===== config.mk =====
export PLATFORM = sky130hd
export DESIGN_NAME = lineFiller
export DESIGN_NICKNAME = d
export VERILOG_FILES = /design/src/hw/icachePkg.sv /design/src/hw/lineFiller.sv
export SDC_FILE = /design/constraint.sdc
export NUM_CORES = 1
export LEC_CHECK = 0
export ABC_AREA = 1
export BUFFER_PORTS_ARGS = -buffer_cell sky130_fd_sc_hd__buf_2
export CAP_MARGIN = 20
export CORE_AREA = 2 2 97 89
export CTS_CLUSTER_DIAMETER = 200
export DETAILED_ROUTE_END_ITERATION = 6
export DIE_AREA = 0 0 99 91
export GPL_TIMING_DRIVEN = 0
export PLACE_DENSITY = 0.85
export SYNTH_ARGS = -nofsm -noshare
export SYNTH_HDL_FRONTEND = slang
export SYNTH_SLANG_ARGS = --single-unit
export TNS_END_PERCENT = 10

===== constraint.sdc =====
create_clock -name clk -period 5.6 [get_ports clk]
set_clock_uncertainty 0.2 [all_clocks]
set_input_delay 0.56 -clock clk [delete_from_list [all_inputs] [get_ports clk]]
set_output_delay 0.56 -clock clk [all_outputs]
set_load 0.05 [all_outputs]

===== src/hw/icachePkg.sv =====
`default_nettype none

package icachePkg;

    // Line geometry
    localparam int LINE_BLOCKS = 32;   // 64-bit fetch blocks per line
    localparam int TAG_BITS = 23;      // Program counter bits 30:8

    // Memory controller command codes
    typedef enum logic [1:0] {
        MEMC_NONE = 2'd0,
        MEMC_CP_EXT_TO_CACHE = 2'd1
    } MemcCode;

    // Copy command from the tag table to the line filler
    // Addresses are in 16-bit units, so one line spans 7 address bits
    typedef struct packed {
        MemcCode cmd;
        logic [11:0] sramAddr;     // Line index, then seven zero bits
        logic [29:0] extAddr;      // Tag, then seven zero bits
        logic cacheId;
        logic [1:0] rqId;
    } MemcCmd;

    // Status returned by the line filler
    typedef struct packed {
        logic busy;
        logic [6:0] progress;      // Blocks written times four
        logic [1:0] rqId;
    } MemcStat;

    // One tag table entry
    typedef struct packed {
        logic [TAG_BITS-1:0] addr;
        logic valid;
        logic used;               // Set on hit, makes the replacement pointer skip the entry
    } TagEntry;

endpackage

`default_nettype wire

===== src/hw/lineFiller.sv =====
`timescale 1ns/1ps
`default_nettype none

module lineFiller (
    input wire logic clk,
    input wire logic rst,

    input wire icachePkg::MemcCmd memc,
    output icachePkg::MemcStat memcStat,

    output logic extReq,
    output logic [29:0] extAddr,      // Block units
    input wire logic [63:0] extData,

    output logic wrEn,
    output logic [9:0] wrAddr,        // Block units
    output logic [63:0] wrData
);
    import icachePkg::*;

    localparam int BLK_BITS = $clog2(LINE_BLOCKS);

    logic busy;
    logic reqActive;
    logic wrPending;                  // Read issued last cycle, data arrives now
    logic [BLK_BITS-1:0] reqCnt;
    logic [BLK_BITS-1:0] wrCnt;
    logic [1:0] rqId;

    // Command addresses are 16-bit units, four per block
    logic [27:0] extBase;
    logic [9:0] sramBase;

    always_ff @(posedge clk) begin
        if (rst) begin
            busy <= 1'b0;
            reqActive <= 1'b0;
            wrPending <= 1'b0;
            reqCnt <= '0;
            wrCnt <= '0;
            rqId <= '0;
        end else begin
            wrPending <= reqActive;

            if (!busy && memc.cmd == MEMC_CP_EXT_TO_CACHE) begin
                busy <= 1'b1;
                reqActive <= 1'b1;
                reqCnt <= '0;
                wrCnt <= '0;
                rqId <= memc.rqId;
            end else begin
                if (reqActive) begin
                    reqCnt <= reqCnt + 1'b1;
                    if (reqCnt == BLK_BITS'(LINE_BLOCKS - 1))
                        reqActive <= 1'b0;
                end
                if (wrPending) begin
                    wrCnt <= wrCnt + 1'b1;
                    if (wrCnt == BLK_BITS'(LINE_BLOCKS - 1))
                        busy <= 1'b0;   // Last block written
                end
            end
        end
    end

    always_ff @(posedge clk) begin
        if (!busy && memc.cmd == MEMC_CP_EXT_TO_CACHE) begin
            extBase <= memc.extAddr[29:2];
            sramBase <= memc.sramAddr[11:2];
        end
    end

    assign extReq = reqActive;
    assign extAddr = {2'b00, extBase + 28'(reqCnt)};

    // Memory answers one cycle after the request
    assign wrEn = wrPending;
    assign wrAddr = sramBase + 10'(wrCnt);
    assign wrData = extData;

    assign memcStat = '{busy: busy, progress: {wrCnt, 2'b00}, rqId: rqId};

    noCmdWhileBusy: assert property (
        @(posedge clk) disable iff (rst)
        (memc.cmd != MEMC_NONE) |-> !busy
    );

endmodule

`default_nettype wire


==> impl_metrics.csv <==
group,metric,value,unit
hold_path,min_path_type,"in2reg",
logic_synthesis,async_flop_share,0,
drt,wl,10.6,mm
critical_path,cp-start-kind,"flip-flop",
global_route,grt_pass1_vias,3552,
layout,syn_to_final_growth,27.4,%
timing,setup_violations,0,
critical_path,critPathArrivalTime,2.53,ns
critical_path,crit_fanout,5,
layout,final_area,4700,sq um
logic_synthesis,synthFlopType,"edfxtp_1",
global_route,gr-usage-all-layers,0.232,
power_and_ir_drop,p_seq_frac,0.470,
clocking,cts_tree,"done",
floorplan,initial_utilization,0.463,
power_and_ir_drop,p_int,0.613,mW
job,maxCapViolations,0,
clocking,clk_pin_slew,0.10,ns
drt,wl_per_cell,14.4,microns
layout,final_cells,735,
timing,grt_setup_unrepaired,"no",
power_and_ir_drop,swShare,0.367,
drt,vias,3561,
timing,tightest_slew,1.03,ns
logic_synthesis,synth_area,3680,sq um
clocking,cts_setup_buffers,0,
logic_synthesis,synth_edf_count,38,
global_route,antenna_found_initial,0,
timing,timing.fmax,304,MHz
logic_synthesis,yosys_register_bits,53,
floorplan,die_y,91,microns
floorplan,die_area,9010,sq um
logic_synthesis,yosysTopAreaCell,"edfxtp_1",
floorplan,num_rows,31,
global_route,grt.overflow.total,0,
timing,slew_headroom,0.316,
clocking,clock_sinks,53,
clocking,htreeDepth,2,
placed_design,dpl.hpwl,8.96,mm
critical_path,crit_type,"reg2out",
layout,nets,764,
timing,drv_slew,0,
drt,ant_nets,0,
logic_synthesis,yosysMostFrequentCell,"nand2_1",
power_and_ir_drop,power.total,0.969,mW
timing,setup_slack,2.31,ns
logic_synthesis,syn_avg_cell_area,7.86,sq um
logic_synthesis,synth_warnings,0,
floorplan,core,7950,sq um
drt,via_per_inst,4.84,
placed_design,dp_slack,2.68,ns
power_and_ir_drop,combPwrFrac,0.314,
floorplan,fp.dieW,99,microns
logic_synthesis,synth.distinct_cells,32,
drt,drc_errors,0,
placed_design,place_congestion,0.869,
timing,whs,0.223,ns
global_route,grt_max_degree,23,
layout,final_util,0.591,
clocking,cts_resized,0,
logic_synthesis,ys_seq_area_frac,0.391,
critical_path,cp-end-kind,"output pin",
clocking,root_buffer,"clkbuf_8",
timing,final-hold-violation-count,0,
power_and_ir_drop,p_leak,2.47,nW
placed_design,postPlaceCellArea,4610,sq um
drt,firstDrtPassIters,5,
power_and_ir_drop,peakVddDrop,209,uV
drt,drt_iter0_drc,179,
power_and_ir_drop,p_sw,0.356,mW
power_and_ir_drop,p_per_area,206,nW/um^2
placed_design,dp_cells,727,
clocking,clkLatencyLatePin,0.30,ns
power_and_ir_drop,clockPowerShare,0.216,
global_route,grt_pass1_wl,16.9,mm
status,status,"completed",
layout,insertedDiodeCount,0,
layout,fillers,728,
logic_synthesis,syn_inst,469,
placed_design,port_buffers,155,
logic_synthesis,yosys-top-cells-area,"edfxtp_1, buf_4, nand2_1, dfxtp_1, inv_1",
logic_synthesis,synth_top_area_share,0.310,
layout,drive_above_1_share,0.387,
clocking,cts_max_path_buffers,2,
timing,min_period_over_period,0.588,
clocking,holdBufCountCts,0,
timing,timing.setup.tns,0,ns
clocking,numCtsBuffers,5,
critical_path,worst_ep_required_time,4.84,ns
floorplan,ioPinCount,229,
timing,fin_crit,3.29,ns
logic_synthesis,synth_common_cells,"nand2_1, buf_4, inv_1",
cell type report:
cell class	count	area, sq um	area share
buffer	72	542	0.115
sequential	53	1440	0.307
timing repair buffer	156	791	0.168
inverter	49	184	0.0392
clock inverter	3	16.3	0.00346
tap	99	124	0.0264
multi-input combinational	298	1530	0.326
clock buffer	5	68.8	0.0147
cells in the final DEF, fill, tap and decap left out, types with 4 or more instances in the layout:
cell / count
o21ai_0: 5
buf_2: 156
nor3_1: 7
dfxtp_1: 15
nor2_1: 43
ha_1: 14
edfxtp_1: 38
inv_1: 48
buf_4: 70
nand2_1: 134
nand4_1: 10
nand3_1: 33
xor2_1: 9
a21oi_1: 7
clkbuf_8: 5
conb_1: 4
nand3b_1: 8
per-layer routing:
| metal | share of wire | vias up | global-route usage |
|---|---|---|---|
| met5 | 0 | - | 0 |
| met4 | 0.013 | 0 | 0.0571 |
| met3 | 0.089 | 13 | 0.0539 |
| met2 | 0.51 | 167 | 0.424 |
| met1 | 0.39 | 1616 | 0.273 |
| li1 | - | 1765 | - |
state kept, by name, indices dropped and copies added (netlist names):
signal	count
wrCnt	5
extReq	1
reqCnt	5
rqId	2
wrEn	1
busy	1
extBase	28
sramBase	10
worst paths after layout:
| path | slack, ns | cells after the start | start | endpoint |
|---|---|---|---|---|
| max | 2.31 | 9 | wrCnt[0] | wrAddr[6] |
| max reg2reg | 3.57 | 4 | busy | reqCnt[3] |
| min | 0.22 | 1 | memc[32] | extBase[27] |
| min reg2reg | 0.28 | 2 | rqId[0] | rqId[0] |
cells by family after synthesis:
group / count (synthesis) / share of synthesized area
other: 1 / 0.00102
buffers and inverters: 121 / 0.197
adder cells (fa/ha/maj): 16 / 0.0584
multiplexers: 1 / 0.00272
XOR/XNOR: 12 / 0.0285
AND/OR/NAND/NOR: 249 / 0.298
flip-flops: 53 / 0.391
AO/OA/AOI/OAI: 16 / 0.0231
power by group through the flow:
stage                     Clock, mW  Sequential (mW)  Combinational (mW)
after floorplan                   0            0.466               0.228
after global placement            0            0.463               0.300
after detailed placement          0            0.464               0.305
after CTS                     0.215            0.455               0.306
after global routing          0.228            0.458               0.321
final                         0.210            0.456               0.304
critical path: stages, from the launching register on:
cell	delay, ns
dfxtp_1	0.41
ha_1	0.22
inv_1	0.08
fa_1	0.40
o21ai_0	0.47
nand2_1	0.13
nand2_1	0.11
nand2_1	0.07
nand2_1	0.08
buf_2	0.26
Note: power is estimated with default switching activity, not from simulation.
